==> src/logic/aluPkg.sv <==
// ALU data widths and types

package aluPkg;

  //////////////////////////////////////////////////////////////////////
  // Widths
  //////////////////////////////////////////////////////////////////////

  // One command data byte
  localparam int ByteWidth = 8;

  // Registers A, B and the adder result
  localparam int WordWidth = 16;

  //////////////////////////////////////////////////////////////////////
  // Data types
  //////////////////////////////////////////////////////////////////////

  typedef logic [ByteWidth-1:0] byte_t;

  // Low lane is bits 7:0, high lane is bits 15:8
  typedef logic [WordWidth-1:0] word_t;

endpackage

==> src/logic/cmdPkg.sv <==
// ALU command types

package cmdPkg;

  //////////////////////////////////////////////////////////////////////
  // Opcodes
  //////////////////////////////////////////////////////////////////////

  // Code 3 was the multiply, now ignored
  typedef enum logic [1:0] {
    opLoad     = 2'd0,
    opAdd      = 2'd1,
    opSub      = 2'd2,
    opReserved = 2'd3
  } aluOp_t;

  //////////////////////////////////////////////////////////////////////
  // Byte lane select
  //////////////////////////////////////////////////////////////////////

  // Bit 1 picks the register, bit 0 the lane
  typedef enum logic [1:0] {
    selALo = 2'd0,
    selAHi = 2'd1,
    selBLo = 2'd2,
    selBHi = 2'd3
  } regSel_t;

endpackage

==> src/logic/cmdDecode.sv <==
// Command stage and decode
`timescale 1ns/10ps

module cmdDecode
  import aluPkg::*, cmdPkg::*;
(
  input  logic    CLK,
  input  logic    RST,
  input  logic    cmdStrobe,
  input  aluOp_t  opCode,
  input  regSel_t regSel,
  input  logic    writeMode,
  input  logic    signedMode,
  input  byte_t   dataIn,
  output logic    loadEn,
  output logic    execEn,
  output logic    subtract,
  output logic    useRegA,
  output logic    signedOp,
  output regSel_t loadSel,
  output regSel_t readSel,
  output byte_t   stageData
);

  logic    stageValid;
  aluOp_t  stageOp;
  logic    stageWrite;
  logic    isLoad;

  //////////////////////////////////////////////////////////////////////
  // Command stage
  //////////////////////////////////////////////////////////////////////

  always_ff @(posedge CLK or negedge RST)
  begin
    if (!RST)
    begin
      stageValid <= 1'b0;
      stageOp    <= opLoad;
      loadSel    <= selALo;
      stageWrite <= 1'b0;
      signedOp   <= 1'b0;
    end
    else
    begin
      stageValid <= cmdStrobe;
      if (cmdStrobe)
      begin
        stageOp    <= opCode;
        loadSel    <= regSel;
        stageWrite <= writeMode;
        signedOp   <= signedMode;
      end
    end
  end

  // Data byte, taken with each strobe
  always_ff @(posedge CLK)
  begin
    if (cmdStrobe)
      stageData <= dataIn;
  end

  //////////////////////////////////////////////////////////////////////
  // Decode
  //////////////////////////////////////////////////////////////////////

  assign isLoad   = stageValid && (stageOp == opLoad);
  assign loadEn   = isLoad && stageWrite;
  // opReserved falls through with no enable
  assign execEn   = stageValid && ((stageOp == opAdd) || (stageOp == opSub));
  assign subtract = (stageOp == opSub);
  // Same bit as the load write flag
  assign useRegA  = stageWrite;

  // Read select, a load with the write bit clear
  always_ff @(posedge CLK or negedge RST)
  begin
    if (!RST)
      readSel <= selALo;
    else if (isLoad && !stageWrite)
      readSel <= loadSel;
  end

  // Register loads and arithmetic never share a stage
  onehotEnable: assert property (@(posedge CLK) disable iff (!RST)
    !(loadEn && execEn));

endmodule

==> src/logic/accumRegs.sv <==
// Word registers A and B
`timescale 1ns/10ps

module accumRegs
  import aluPkg::*, cmdPkg::*;
(
  input  logic    CLK,
  input  logic    RST,
  input  logic    loadEn,
  input  logic    execEn,
  input  regSel_t loadSel,
  input  regSel_t readSel,
  input  byte_t   stageData,
  input  word_t   result,
  output word_t   regA,
  output word_t   regB,
  output byte_t   dataOut
);

  //////////////////////////////////////////////////////////////////////
  // Register A
  //////////////////////////////////////////////////////////////////////

  // Byte loads only, arithmetic never writes A
  always_ff @(posedge CLK or negedge RST)
  begin
    if (!RST)
      regA <= '0;
    else if (loadEn)
    begin
      case (loadSel)
        selALo:  regA[ByteWidth-1:0]         <= stageData;
        selAHi:  regA[WordWidth-1:ByteWidth] <= stageData;
        default: regA <= regA;
      endcase
    end
  end

  //////////////////////////////////////////////////////////////////////
  // Register B
  //////////////////////////////////////////////////////////////////////

  always_ff @(posedge CLK or negedge RST)
  begin
    if (!RST)
      regB <= '0;
    else if (execEn)
      regB <= result;
    else if (loadEn)
    begin
      case (loadSel)
        selBLo:  regB[ByteWidth-1:0]         <= stageData;
        selBHi:  regB[WordWidth-1:ByteWidth] <= stageData;
        default: regB <= regB;
      endcase
    end
  end

  //////////////////////////////////////////////////////////////////////
  // Output byte
  //////////////////////////////////////////////////////////////////////

  always_comb
  begin
    case (readSel)
      selALo:  dataOut = regA[ByteWidth-1:0];
      selAHi:  dataOut = regA[WordWidth-1:ByteWidth];
      selBLo:  dataOut = regB[ByteWidth-1:0];
      default: dataOut = regB[WordWidth-1:ByteWidth];
    endcase
  end

  // Lane must be driven whenever a load lands here
  loadLaneKnown: assert property (@(posedge CLK) disable iff (!RST)
    loadEn |-> !$isunknown(loadSel));

endmodule

==> src/logic/addSubUnit.sv <==
// Adder and status flags
`timescale 1ns/10ps

module addSubUnit
  import aluPkg::*;
(
  input  logic  CLK,
  input  logic  RST,
  input  logic  execEn,
  input  logic  subtract,
  input  logic  useRegA,
  input  logic  signedOp,
  input  byte_t stageData,
  input  word_t regA,
  input  word_t regB,
  output word_t result,
  output logic  overflow,
  output logic  negative
);

  word_t                operand;
  word_t                addend;
  logic [WordWidth:0]   sumFull;
  logic                 carryOut;
  logic                 signedOvf;
  logic                 nextOverflow;
  logic                 nextNegative;

  //////////////////////////////////////////////////////////////////////
  // Operand and adder
  //////////////////////////////////////////////////////////////////////

  // Byte operand, extended by the signed bit
  always_comb
  begin
    if (useRegA)
      operand = regA;
    else if (signedOp)
      operand = {{(WordWidth-ByteWidth){stageData[ByteWidth-1]}}, stageData};
    else
      operand = {{(WordWidth-ByteWidth){1'b0}}, stageData};
  end

  // Subtract as B + ~op + 1
  assign addend   = subtract ? ~operand : operand;
  assign sumFull  = {1'b0, regB} + {1'b0, addend} + {{WordWidth{1'b0}}, subtract};
  assign result   = sumFull[WordWidth-1:0];
  assign carryOut = sumFull[WordWidth];

  // Same-sign inputs, different-sign sum
  assign signedOvf = (regB[WordWidth-1] == addend[WordWidth-1]) &&
                     (result[WordWidth-1] != regB[WordWidth-1]);

  //////////////////////////////////////////////////////////////////////
  // Flags
  //////////////////////////////////////////////////////////////////////

  always_comb
  begin
    if (signedOp)
    begin
      nextOverflow = signedOvf;
      nextNegative = result[WordWidth-1];
    end
    else
    begin
      // Unsigned, carry after add and borrow after subtract
      nextOverflow = !subtract && carryOut;
      nextNegative = subtract && !carryOut;
    end
  end

  always_ff @(posedge CLK or negedge RST)
  begin
    if (!RST)
    begin
      overflow <= 1'b0;
      negative <= 1'b0;
    end
    else if (execEn)
    begin
      overflow <= nextOverflow;
      negative <= nextNegative;
    end
  end

  // Loads and read selects keep the last status
  flagsHeld: assert property (@(posedge CLK) disable iff (!RST)
    !execEn |=> ($stable(overflow) && $stable(negative)));

endmodule

==> src/logic/aluTop.sv <==
// Byte-command accumulator ALU
`timescale 1ns/10ps

module aluTop
  import aluPkg::*, cmdPkg::*;
(
  input  logic    CLK,
  input  logic    RST,
  input  logic    cmdStrobe,
  input  aluOp_t  opCode,
  input  regSel_t regSel,
  input  logic    writeMode,
  input  logic    signedMode,
  input  byte_t   dataIn,
  output byte_t   dataOut,
  output logic    overflow,
  output logic    negative
);

  logic    loadEn;
  logic    execEn;
  logic    subtract;
  logic    useRegA;
  logic    signedOp;
  regSel_t loadSel;
  regSel_t readSel;
  byte_t   stageData;
  word_t   regA;
  word_t   regB;
  word_t   result;

  cmdDecode cmdDecode_inst (
    .CLK        (CLK),
    .RST        (RST),
    .cmdStrobe  (cmdStrobe),
    .opCode     (opCode),
    .regSel     (regSel),
    .writeMode  (writeMode),
    .signedMode (signedMode),
    .dataIn     (dataIn),
    .loadEn     (loadEn),
    .execEn     (execEn),
    .subtract   (subtract),
    .useRegA    (useRegA),
    .signedOp   (signedOp),
    .loadSel    (loadSel),
    .readSel    (readSel),
    .stageData  (stageData)
  );

  accumRegs accumRegs_inst (
    .CLK       (CLK),
    .RST       (RST),
    .loadEn    (loadEn),
    .execEn    (execEn),
    .loadSel   (loadSel),
    .readSel   (readSel),
    .stageData (stageData),
    .result    (result),
    .regA      (regA),
    .regB      (regB),
    .dataOut   (dataOut)
  );

  addSubUnit addSubUnit_inst (
    .CLK       (CLK),
    .RST       (RST),
    .execEn    (execEn),
    .subtract  (subtract),
    .useRegA   (useRegA),
    .signedOp  (signedOp),
    .stageData (stageData),
    .regA      (regA),
    .regB      (regB),
    .result    (result),
    .overflow  (overflow),
    .negative  (negative)
  );

endmodule

==> config.mk <==
export PLATFORM = sky130hd
export DESIGN_NAME = aluTop
export DESIGN_NICKNAME = d
export VERILOG_FILES = /design/src/logic/aluPkg.sv /design/src/logic/cmdPkg.sv /design/src/logic/cmdDecode.sv /design/src/logic/accumRegs.sv /design/src/logic/addSubUnit.sv /design/src/logic/aluTop.sv
export SDC_FILE = /design/constraint.sdc
export NUM_CORES = 1
export LEC_CHECK = 0
export ABC_AREA = 1
export CAP_MARGIN = 20
export CORE_MARGIN = 3
export CORE_UTILIZATION = 47
export CTS_CLUSTER_SIZE = 24
export DETAILED_ROUTE_END_ITERATION = 12
export DONT_BUFFER_PORTS = 1
export GPL_TIMING_DRIVEN = 0
export SYNTH_ARGS = -nofsm -noshare
export SYNTH_HDL_FRONTEND = slang
export SYNTH_SLANG_ARGS = --single-unit
==> constraint.sdc <==
create_clock -name CLK -period 3 [get_ports CLK]
set_clock_uncertainty 0.15 [all_clocks]
set_input_delay 0.15 -clock CLK [delete_from_list [all_inputs] [get_ports CLK]]
set_output_delay 0.15 -clock CLK [all_outputs]
set_load 0.02 [all_outputs]
==> summary.txt, run 1 <==
Clock tree
  – Clock Latency Late Sink: 0.31 ns
  – Clock Sinks: 51
  – CTS Buf Count: 5
  – Clk buf depth: 2
  – H-tree levels: 2
  – CTS root buf: clkbuf_8
  – Post-CTS setup buffers: 0
  – Clock slew at reported path FFs: 0.10 ns
  – CTS tree: built

Synthesis
  – Mapped cell area: 3390 µm²
  – Synth Net Count: 468
  – Post-synthesis mux area share: 0%
  – Async SR Flop Fraction: 84.3%
  – Number of synthesized flops with an enable pin: 8
  – Most frequent cells after synthesis: nand2_1 (108), o21ai_0 (58), inv_1 (44)
  – Largest family of logic cells by synthesized area: simple AND/OR/NAND/NOR gates
  – Sequential fraction of the synthesis area: 38.8%
  – Synth Area in Simple Gates: 24.0%
  – Synthesized instance count: 433
  – Largest area contributor in the netlist: dfrtp_1
  – Synth unique cells: 41
  – Top_reg_cell synth: dfrtp_1
  – Share of Yosys cell area claimed by the top area cell type: 31.8%
  – Syn avg cell area: 7.83 µm²
  – Ranking of synthesized cells by area: dfrtp_1 (32%), nand2_1 (12%), o21ai_0 (8.6%)
  – Most common cell in the netlist: nand2_1
  – Seq cells post-synth: 51
  – Post-synthesis compound-gate area fraction: 19.2%
  – Synth Area in Adders: 6.87%
  – Syn. warnings: 0
  – Xor/xnor cell area share of the yosys netlist: 4.14%

Layout
  – Fraction of layout cells with a size suffix above 1: 8.30%
  – Antenna cells: 0
  – Filler cells: 685
  – Nets: 492
  – Final core utilization: 55.3%
  – Area Growth Syn to Fin: 12.8%

Floorplan
  – Die W: 90.9 µm
  – Initial core utilization: 49.1%
  – Die Y: 90.9 µm
  – Die Area: 8260 µm²
  – I/O pin count: 27
  – Core Footprint: 6910 µm²
  – Cell Rows: 30

Timing
  – Unrepaired setup endpoints after global routing: no
  – Tightest Pin Transition: 0.885 ns
  – Max Fclk: 0.359 GHz
  – Period utilization: 93.0%
  – Min cycle time layout: 2.79 ns
  – Final setup viols: 0
  – Final hold viol count: 0
  – Final setup TNS: 0 ns
  – Max-slew violation count: 0
  – Rel. slew slack: 40.4%

Placement
  – Dpl hpwl: 7.13 mm
  – Port bufs: 0
  – Routability cong.: 0.990

Hold path
  – Hold Crit Class: input pin to flip-flop
  – Hold Path Depth: 3
  – Worst Hold Launch: cmdStrobe
  – Hold path endpoint: cmdDecode_inst.useRegA$_DFFE_PN0P_

Detailed routing
  – Drt drc: 0
  – Avg WL per Cell: 16.8 µm
  – Iter 0 DRT Violations: 263
  – Vias: 3070
  – DRT Pass-1 Iters: 5
  – Final WL: 9.32 mm
  – Post-route ant nets: 0
  – Vias/cell: 5.54

Setup path
  – R2R depth: 15
  – RR Startpoint: cmdDecode_inst.stageOp[0]$_DFFE_PN0P_
  – Reg-to-Reg End: accumRegs_inst.regB[14]$_DFFE_PN0P_
  – Crit Path Max Fanout: 10
  – Critical path launch point type: flip-flop
  – Crit Path Category: flip-flop to flip-flop
  – Worst Path Required: 3.06 ns
  – Setup slack, reg-to-reg: 0.21 ns
  – Worst EP arrival: 2.85 ns
  – Crit. End Element: flip-flop

Global route
  – GR Util met2: 37.4%
  – Gr usage total: 23.5%
  – Largest net degree at the start of global routing: 44
  – First-pass GRT wire length: 15.3 mm
  – M1 GR Usage: 33.4%
  – Initial antenna violation count: 0
  – GRT busiest layer: met2
  – Total grt overflow: 0
  – Vias in the first global route: 2862
  – Met3 Usage GRT: 2.58%

Pwr
  – Static Leak: 1.82 nW
  – VDD IR-drop max: 0.000391 V
  – Pwr dens: 869 nW/µm²

Status
  – Status: complete, no violations

Flow run
  – Max Cap Viol: 0
cell families (layout without fill, tap and decap cells):
family          count (synthesis)  after routing
compound gates                112            112
xor+xnor                       16             16
fa+ha+maj                      18             18
buf+inv                        56             81
flops                          51             51
simple gates                  180            180
what timing repair did:
item	in CTS	in global routing
resized for setup	1	8
endpoints found under the hold margin	66	0
cloned	0	0
hold buffers	17	0
endpoints found under the setup margin	5	10
stage by stage:
step / setup WS, ns / power, mW / hold slack [ns] / cells / area [µm²]
after floorplan: 0.466 / 2.37 / -0.296 / 433 / 3390
final: 0.211 / 3.32 / 0.0642 / 554 / 3820
after global routing: 0.00415 / 3.62 / 0.124 / 554 / 3820
after detailed placement: -0.0610 / 2.77 / -0.294 / 529 / 3510
after CTS: 0.101 / 3.30 / 0.0732 / 554 / 3810
after global placement: -0.0201 / 2.75 / -0.294 / 529 / 3510
placed cells by master, fill, tap and decap left out, types with 2 or more instances in the layout:
master and instances:
nand4_1 4, o22ai_1 2, o211ai_1 8, a21oi_2 2, o21bai_2 2, buf_6 2, ha_1 17, nor2_1 21
nand3_2 5, clkbuf_8 5, o21ai_0 57, o311ai_1 2, xor2_1 16, a21o_1 3, nor2_2 3, edfxtp_1 8
nand2_2 4, nand2_1 108, nand3_1 24, clkbuf_1 5, nand3b_1 2, dlygate4sd3_1 16, clkbuf_2 2, nand2_4 2
inv_1 44, a22o_1 4, a21oi_1 25, nor3_1 3, dfrtp_1 43
critical path, stage by stage (launching register included):
cell and delay (ns):
dfrtp_1 0.33, inv_1 0.06, ha_1 0.20, buf_6 0.16
inv_8 0.10, nand3_2 0.11, and2_1 0.20, fa_1 0.40
nand3_1 0.08, nand2_1 0.13, inv_1 0.10, o21bai_2 0.08
nand2_1 0.08, nand2_1 0.08, or2_1 0.21, a31o_2 0.20
registers in the layout, indices dropped and copies added, names as in the netlist:
signal	count
accumRegs_inst.regB	16
cmdDecode_inst.stageOp	2
addSubUnit_inst.overflow	1
cmdDecode_inst.stageValid	1
cmdDecode_inst.useRegA	1
cmdDecode_inst.readSel	2
cmdDecode_inst.signedOp	1
cmdDecode_inst.stageData	8
addSubUnit_inst.negative	1
accumRegs_inst.regA	16
cmdDecode_inst.loadSel	2
layer usage:
metal / vias up / part of all wire, %
li1: 1507 / -
met1: 1432 / 46
met2: 109 / 46
met3: 22 / 4.7
met4: 0 / 3.1
met5: - / 0
area by class of cell:
type                       instances  area [µm²]  area share (%)
clock buffer                       6        72.6            1.90
inverter                          47         186            4.88
tap                               96         120            3.14
multi-input combinational        326        1850            48.4
sequential                        51        1320            34.4
buffer                             9        52.6            1.37
clock inverter                     2        37.5           0.982
timing repair buffer              17         188            4.91
where the power goes:
| group | internal (mW) | switching, mW | total [mW] |
|---|---|---|---|
| Combinational | 0.602 | 1.10 | 1.70 |
| Sequential | 0.915 | 0.221 | 1.14 |
| Clock | 0.249 | 0.239 | 0.488 |
worst max path at each step:
| stage | from | cells after the start | endpoint |
|---|---|---|---|
| 2_1_floorplan | cmdDecode_inst.signedOp$_DFFE_PN0P_ | 11 | accumRegs_inst.regB[14]$_DFFE_PN0P_ |
| 6_report | cmdDecode_inst.stageOp[0]$_DFFE_PN0P_ | 15 | accumRegs_inst.regB[14]$_DFFE_PN0P_ |
| 3_5_place_dp | cmdDecode_inst.stageData[7]$_DFFE_PP_ | 14 | addSubUnit_inst.overflow$_DFFE_PN0P_ |
| 5_1_grt | cmdDecode_inst.useRegA$_DFFE_PN0P_ | 17 | accumRegs_inst.regB[13]$_DFFE_PN0P_ |
| 3_3_place_gp | cmdDecode_inst.stageData[7]$_DFFE_PP_ | 14 | addSubUnit_inst.overflow$_DFFE_PN0P_ |
| 4_1_cts | cmdDecode_inst.stageData[7]$_DFFE_PP_ | 14 | addSubUnit_inst.overflow$_DFFE_PN0P_ |
Note: power is estimated with default switching activity, not from simulation.
==> run 2, diff against run 1 <==
==> constraint.sdc (replaced) <==
create_clock -name CLK -period 3.3 [get_ports CLK]
set_clock_uncertainty 0.15 [all_clocks]
set_input_delay 0.165 -clock CLK [delete_from_list [all_inputs] [get_ports CLK]]
set_output_delay 0.165 -clock CLK [all_outputs]
set_load 0.02 [all_outputs]
==> summary.txt, run 2 (synthesized netlist as in run 1, its figures left out) <==
Detailed routing
  – Post-route ant nets: 0 (unchanged)
  – Iter 0 DRT Violations: 239 (-9.1%)
  – Drt drc: 0 (unchanged)
  – Vias: 3078 (+0.26%)
  – Final WL: 9.31 mm (about the same)
  – Vias/cell: 5.56 (+0.26%)
  – Avg WL per Cell: 16.8 µm (about the same)
  – DRT Pass-1 Iters: 5 (unchanged)

Timing
  – Unrepaired setup endpoints after global routing: no
  – Tightest Pin Transition: 0.875 ns (-0.00996 ns)
  – Rel. slew slack: 41.1% (+0.67 points)
  – Post-route setup slack: 0.305 ns (+0.0935 ns)
  – Max-slew violation count: 0 (unchanged)
  – Final setup viols: 0 (unchanged)
  – Final setup TNS: 0 ns (unchanged)
  – Minimum hold slack: 0.0787 ns (+0.0146 ns)
  – Period utilization: 90.8% (-2.2 points)
  – Max Fclk: 0.334 GHz (-6.9%)
  – Min cycle time layout: 3.00 ns (+0.207 ns)
  – Final hold viol count: 0 (unchanged)

Global route
  – Largest net degree at the start of global routing: 44 (unchanged)
  – Initial antenna violation count: 0 (unchanged)
  – First-pass GRT wire length: 15.3 mm (unchanged)
  – Vias in the first global route: 2862 (unchanged)
  – Total grt overflow: 0 (unchanged)
  – Gr usage total: 23.5% (unchanged)

Layout
  – Commonest non-fill, non-tap cell in the layout: nand2_1
  – Commonest non-fill, non-tap cells in the layout: nand2_1 (108), o21ai_0 (57), inv_1 (44)
  – Area Growth Syn to Fin: 12.3%
  – Post-route cell area: 3810 µm² (-0.43%)
  – Antenna cells: 0 (unchanged)
  – Filler cells: 691 (+0.88%)
  – Nets: 492 (unchanged)
  – Fraction of layout cells with a size suffix above 1: 7.42% (-0.87 points)
  – Layout Cells excl Fill: 554 (unchanged)
  – Final core utilization: 55.1% (-0.24 points)
  – Biggest regs: accumRegs_inst.regA x16, accumRegs_inst.regB x16, cmdDecode_inst.stageData x8

Clock tree
  – Post-CTS setup buffers: 0 (unchanged)
  – Clock slew at reported path FFs: 0.10 ns (about the same)
  – Clk buf depth: 2 (unchanged)
  – CTS tree: built
  – Clock Latency Late Sink: 0.31 ns (about the same)
  – CTS root buf: clkbuf_8
  – H-tree levels: 2 (unchanged)
  – CTS Buf Count: 5 (unchanged)
  – Clock Sinks: 51 (unchanged)

Pwr
  – Seq pwr share: 34.3% (about the same)
  – Pwr dens: 791 nW/µm² (-8.9%)
  – Net switching power: 1.41 mW (-9.3%)
  – Clock power share: 14.8% (about the same)
  – P_int: 1.60 mW (-9.4%)
  – Total power: 3.01 mW (-9.3%)
  – Sw Ratio: 46.9% (about the same)
  – VDD IR-drop max: 0.000355 V (-9.1%)
  – Static Leak: 1.81 nW (-0.50%)
  – Combinational group share of total power: 51.0% (about the same)

Placement
  – DP Area: 3510 µm² (unchanged)
  – Placement Setup Slack: 0.239 ns (+0.300 ns)
  – Placed insts: 529 (unchanged)
  – Port bufs: 0 (unchanged)
  – Routability cong.: 0.990 (unchanged)
  – Dpl hpwl: 7.13 mm (unchanged)

Floorplan
  – Die Area: 8260 µm² (unchanged)
  – Die W: 90.9 µm (unchanged)
  – Initial core utilization: 49.1% (unchanged)
  – Die Y: 90.9 µm (unchanged)
  – Cell Rows: 30 (unchanged)
  – Core Footprint: 6910 µm² (unchanged)
  – I/O pin count: 27 (unchanged)

Hold path
  – Hold Crit Class: input pin to flip-flop

Setup path
  – Worst EP arrival: 3.10 ns (+0.25 ns)
  – Worst Path Required: 3.40 ns (+0.34 ns)
  – Crit Path Category: flip-flop to flip-flop
  – Crit. End Element: flip-flop
  – Critical path launch point type: flip-flop
  – Crit Path Max Fanout: 8 (-2)

Status
  – Status: complete, no violations

Flow run
  – Max Cap Viol: 0 (unchanged)
run 2: routing by layer:
layer	vias to the layer above	GRT usage, %	share of wire, %
li1	1510	-	-
met1	1442	33.4	46
met2	103	37.4	47
met3	23	2.58	4.1
met4	0	7.66	3.1
met5	-	0	0
run 2: area by class of cell:
cell class	instances	area (µm²)	share of cell area [%]
plain buffers	9	50.0	1.31
multi-input cells	326	1840	48.2
clock inverters	2	37.5	0.986
inverters	47	186	4.90
well taps	96	120	3.16
flip-flops and latches	51	1320	34.6
repair buffers	17	188	4.93
clock buffers	6	72.6	1.91
run 2: repair_timing:
action | in CTS | in global routing
hold endpoints to repair | 66 | 0
gates resized for setup | 0 | 1
hold buffers | 17 | 0
setup endpoints to repair | 0 | 4
run 2: critical path: stages (launching register included):
cell and delay [ns]:
edfxtp_1 0.46, inv_1 0.12, o21ai_1 0.34, o21ai_0 0.20, xor2_1 0.26, ha_1 0.34, nand2_1 0.15, inv_1 0.05
a21oi_1 0.21, nor2_1 0.07, nor2_1 0.19, nand2_2 0.08, nand2_1 0.06, nand3_1 0.11, a21oi_2 0.13
run 2: worst paths after layout:
check	start	endpoint	slack, ns	depth (start not counted)
setup / recovery	cmdDecode_inst.stageData[7]$_DFFE_PP_	addSubUnit_inst.overflow$_DFFE_PN0P_	0.30	14
hold / removal	cmdStrobe	cmdDecode_inst.useRegA$_DFFE_PN0P_	0.08	3
setup reg to reg	cmdDecode_inst.stageData[7]$_DFFE_PP_	addSubUnit_inst.overflow$_DFFE_PN0P_	0.30	14
hold reg to reg	accumRegs_inst.regA[4]$_DFFE_PN0P_	accumRegs_inst.regA[4]$_DFFE_PN0P_	0.38	2
max in group asynchronous	RST	accumRegs_inst.regA[2]$_DFFE_PN0P_	2.56	2
min in group asynchronous	RST	accumRegs_inst.regB[11]$_DFFE_PN0P_	0.23	2
run 2: power by group through the flow:
stage | sequential [mW] | combinational (mW) | clock (mW)
floorplan | 0.971 | 1.18 | 0
global placement | 1.04 | 1.47 | 0
detailed placement | 1.04 | 1.48 | 0
CTS | 1.03 | 1.52 | 0.450
global route | 1.05 | 1.75 | 0.474
finish | 1.03 | 1.53 | 0.445
==> run 3, diff against run 2 <==
==> constraint.sdc (replaced) <==
create_clock -name CLK -period 3.4 [get_ports CLK]
set_clock_uncertainty 0.15 [all_clocks]
set_input_delay 0.17 -clock CLK [delete_from_list [all_inputs] [get_ports CLK]]
set_output_delay 0.17 -clock CLK [all_outputs]
set_load 0.02 [all_outputs]
==> summary.txt, run 3 (synthesized netlist as in run 1, its figures left out) <==
Placement
  – Port bufs: 0 (unchanged)
  – Dpl hpwl: 7.13 mm (unchanged)
  – Placed insts: 529 (unchanged)
  – Routability cong.: 0.990 (unchanged)

Detailed routing
  – Drt drc: 0 (unchanged)
  – Post-route ant nets: 0 (unchanged)
  – DRT Pass-1 Iters: 6 (+1)
  – Avg WL per Cell: 16.8 µm (+0.17%)
  – Iter 0 DRT Violations: 239 (unchanged)
  – Vias/cell: 5.54 (-0.26%)
  – Final WL: 9.33 mm (+0.17%)
  – Vias: 3070 (-0.26%)

Timing
  – Final setup TNS: 0 ns (unchanged)
  – Tightest Pin Transition: 0.875 ns (-0.000000417 ns)
  – Final setup viols: 0 (unchanged)
  – Period utilization: 94.5% (+3.7 points)
  – Max Fclk: 0.311 GHz (-6.8%)
  – Unrepaired setup endpoints after global routing: no
  – Max-slew violation count: 0 (unchanged)
  – Min cycle time layout: 3.21 ns (+0.218 ns)
  – Final hold viol count: 0 (unchanged)
  – Minimum hold slack: 0.0838 ns (+0.00505 ns)
  – Rel. slew slack: 41.1% (unchanged)

Hold path
  – Hold Crit Class: input pin to flip-flop
  – Worst Hold Launch: cmdStrobe
  – Hold Path Depth: 3 (unchanged)
  – Hold path endpoint: cmdDecode_inst.useRegA$_DFFE_PN0P_

Setup path
  – Reg-to-Reg End: addSubUnit_inst.overflow$_DFFE_PN0P_
  – CP Cell Sequence: inv_1, o21ai_0, o21ai_0, xor2_1, ha_1, nand2_1, inv_1, a21oi_1, nor2_1, nor2_1, nand2_2, nand2_1, nand3_1, a21oi_2
  – Crit-path slowest cell: o21ai_0
  – Crit. End Element: flip-flop
  – Worst EP arrival: 3.31 ns (+0.21 ns)
  – Setup slack, reg-to-reg: 0.19 ns (-0.12 ns)
  – R2R depth: 14 (unchanged)
  – Crit Path Category: flip-flop to flip-flop
  – CP max stage delay: 0.49 ns (+0.03 ns)
  – Worst Path Required: 3.50 ns (+0.10 ns)
  – Crit Path Max Fanout: 8 (unchanged)
  – RR Startpoint: cmdDecode_inst.stageData[7]$_DFFE_PP_
  – Critical path launch point type: flip-flop

Layout
  – Commonest non-fill, non-tap cells in the layout: nand2_1 (108), o21ai_0 (58), inv_1 (44)
  – Fraction of layout cells with a size suffix above 1: 7.42% (unchanged)
  – Antenna cells: 0 (unchanged)
  – Layout Cells excl Fill: 554 (unchanged)
  – Commonest non-fill, non-tap cell in the layout: nand2_1
  – Area Growth Syn to Fin: 12.3% (unchanged)
  – Biggest regs: accumRegs_inst.regA x16, accumRegs_inst.regB x16, cmdDecode_inst.stageData x8
  – Nets: 492 (unchanged)
  – Filler cells: 691 (unchanged)

Flow run
  – Max Cap Viol: 0 (unchanged)

Pwr
  – Static Leak: 1.81 nW (about the same)
  – VDD IR-drop max: 0.000345 V (-2.9%)
  – Pwr dens: 768 nW/µm² (-2.9%)

Global route
  – Gr usage total: 23.5% (unchanged)
  – First-pass GRT wire length: 15.3 mm (unchanged)
  – Vias in the first global route: 2862 (unchanged)
  – Initial antenna violation count: 0 (unchanged)
  – Largest net degree at the start of global routing: 44 (unchanged)
  – Total grt overflow: 0 (unchanged)

Floorplan
  – Die Area: 8260 µm² (unchanged)
  – I/O pin count: 27 (unchanged)
  – Die Y: 90.9 µm (unchanged)
  – Die W: 90.9 µm (unchanged)
  – Initial core utilization: 49.1% (unchanged)
  – Core Footprint: 6910 µm² (unchanged)
  – Cell Rows: 30 (unchanged)

Clock tree
  – Clock Sinks: 51 (unchanged)
  – Clock Latency Late Sink: 0.31 ns (about the same)
  – H-tree levels: 2 (unchanged)
  – Post-CTS setup buffers: 0 (unchanged)
  – CTS root buf: clkbuf_8
  – CTS tree: built
  – CTS Buf Count: 5 (unchanged)
  – Clk buf depth: 2 (unchanged)
  – Clock slew at reported path FFs: 0.10 ns (about the same)

Status
  – Status: complete, no violations
==> run 3: cell counts in the layout (fill, tap and decap cells not counted) <==
Identical to the previous run, type by type.
==> run 3: power breakdown <==
part | internal (mW) | total (mW) | switching (mW)
combinational | 0.526 | 1.49 | 0.962
sequential | 0.807 | 1.00 | 0.195
clock | 0.220 | 0.432 | 0.212
total | 1.55 | 2.92 | 1.37
==> run 3: worst max path at each step <==
stage	start	to	depth (start not counted)
final	cmdDecode_inst.stageData[7]$_DFFE_PP_	addSubUnit_inst.overflow$_DFFE_PN0P_	14
after detailed placement	cmdDecode_inst.stageData[7]$_DFFE_PP_	addSubUnit_inst.overflow$_DFFE_PN0P_	14
after global placement	cmdDecode_inst.stageData[7]$_DFFE_PP_	addSubUnit_inst.overflow$_DFFE_PN0P_	14
after floorplan	cmdDecode_inst.signedOp$_DFFE_PN0P_	accumRegs_inst.regB[14]$_DFFE_PN0P_	11
after global routing	cmdDecode_inst.stageData[7]$_DFFE_PP_	addSubUnit_inst.overflow$_DFFE_PN0P_	14
after CTS	cmdDecode_inst.stageData[7]$_DFFE_PP_	addSubUnit_inst.overflow$_DFFE_PN0P_	14
==> run 3: repair_timing <==
item	CTS	global route
hold buffers	17	0
hold endpoints to repair	66	0
resized for setup	0	0
==> run 3: cell type report <==
type                    count  area, µm²  share of cell area [%]
well taps                  96        120                    3.16
flip-flops and latches     51       1320                    34.6
clock buffers               6       72.6                    1.91
multi-input cells         326       1840                    48.2
clock inverters             2       37.5                   0.986
plain buffers               9       50.0                    1.31
repair buffers             17        188                    4.93
inverters                  47        186                    4.90
==> run 3: layer usage <==
| layer | up-vias | track usage (%) | routed length (µm) |
|---|---|---|---|
| li1 | 1510 | - | - |
| met1 | 1437 | 33.4 | 4280 |
| met2 | 102 | 37.4 | 4380 |
| met3 | 21 | 2.58 | 397 |
| met4 | 0 | 7.66 | 269 |
| met5 | - | 0 | 0 |
==> run 3: critical path: cells and delay by family (launching register included) <==
family / cells / cell delay (ns)
buf+inv: 2 / 0.17
compound gates: 4 / 1.07
fa+ha+maj: 1 / 0.34
xor+xnor: 1 / 0.27
flops: 1 / 0.47
simple gates: 6 / 0.66
==> run 3: per-stage QoR <==
step | worst slack [ns] | power, mW | area, µm² | util [%]
final | 0.187 | 2.92 | 3810 | 55.1
after CTS | 0.314 | 2.91 | 3810 | 55.1
after global routing | 0.00244 | 3.18 | 3810 | 55.1
after floorplan | 0.866 | 2.09 | 3390 | -
after global placement | 0.380 | 2.43 | 3510 | 50.8
after detailed placement | 0.339 | 2.45 | 3510 | 50.8
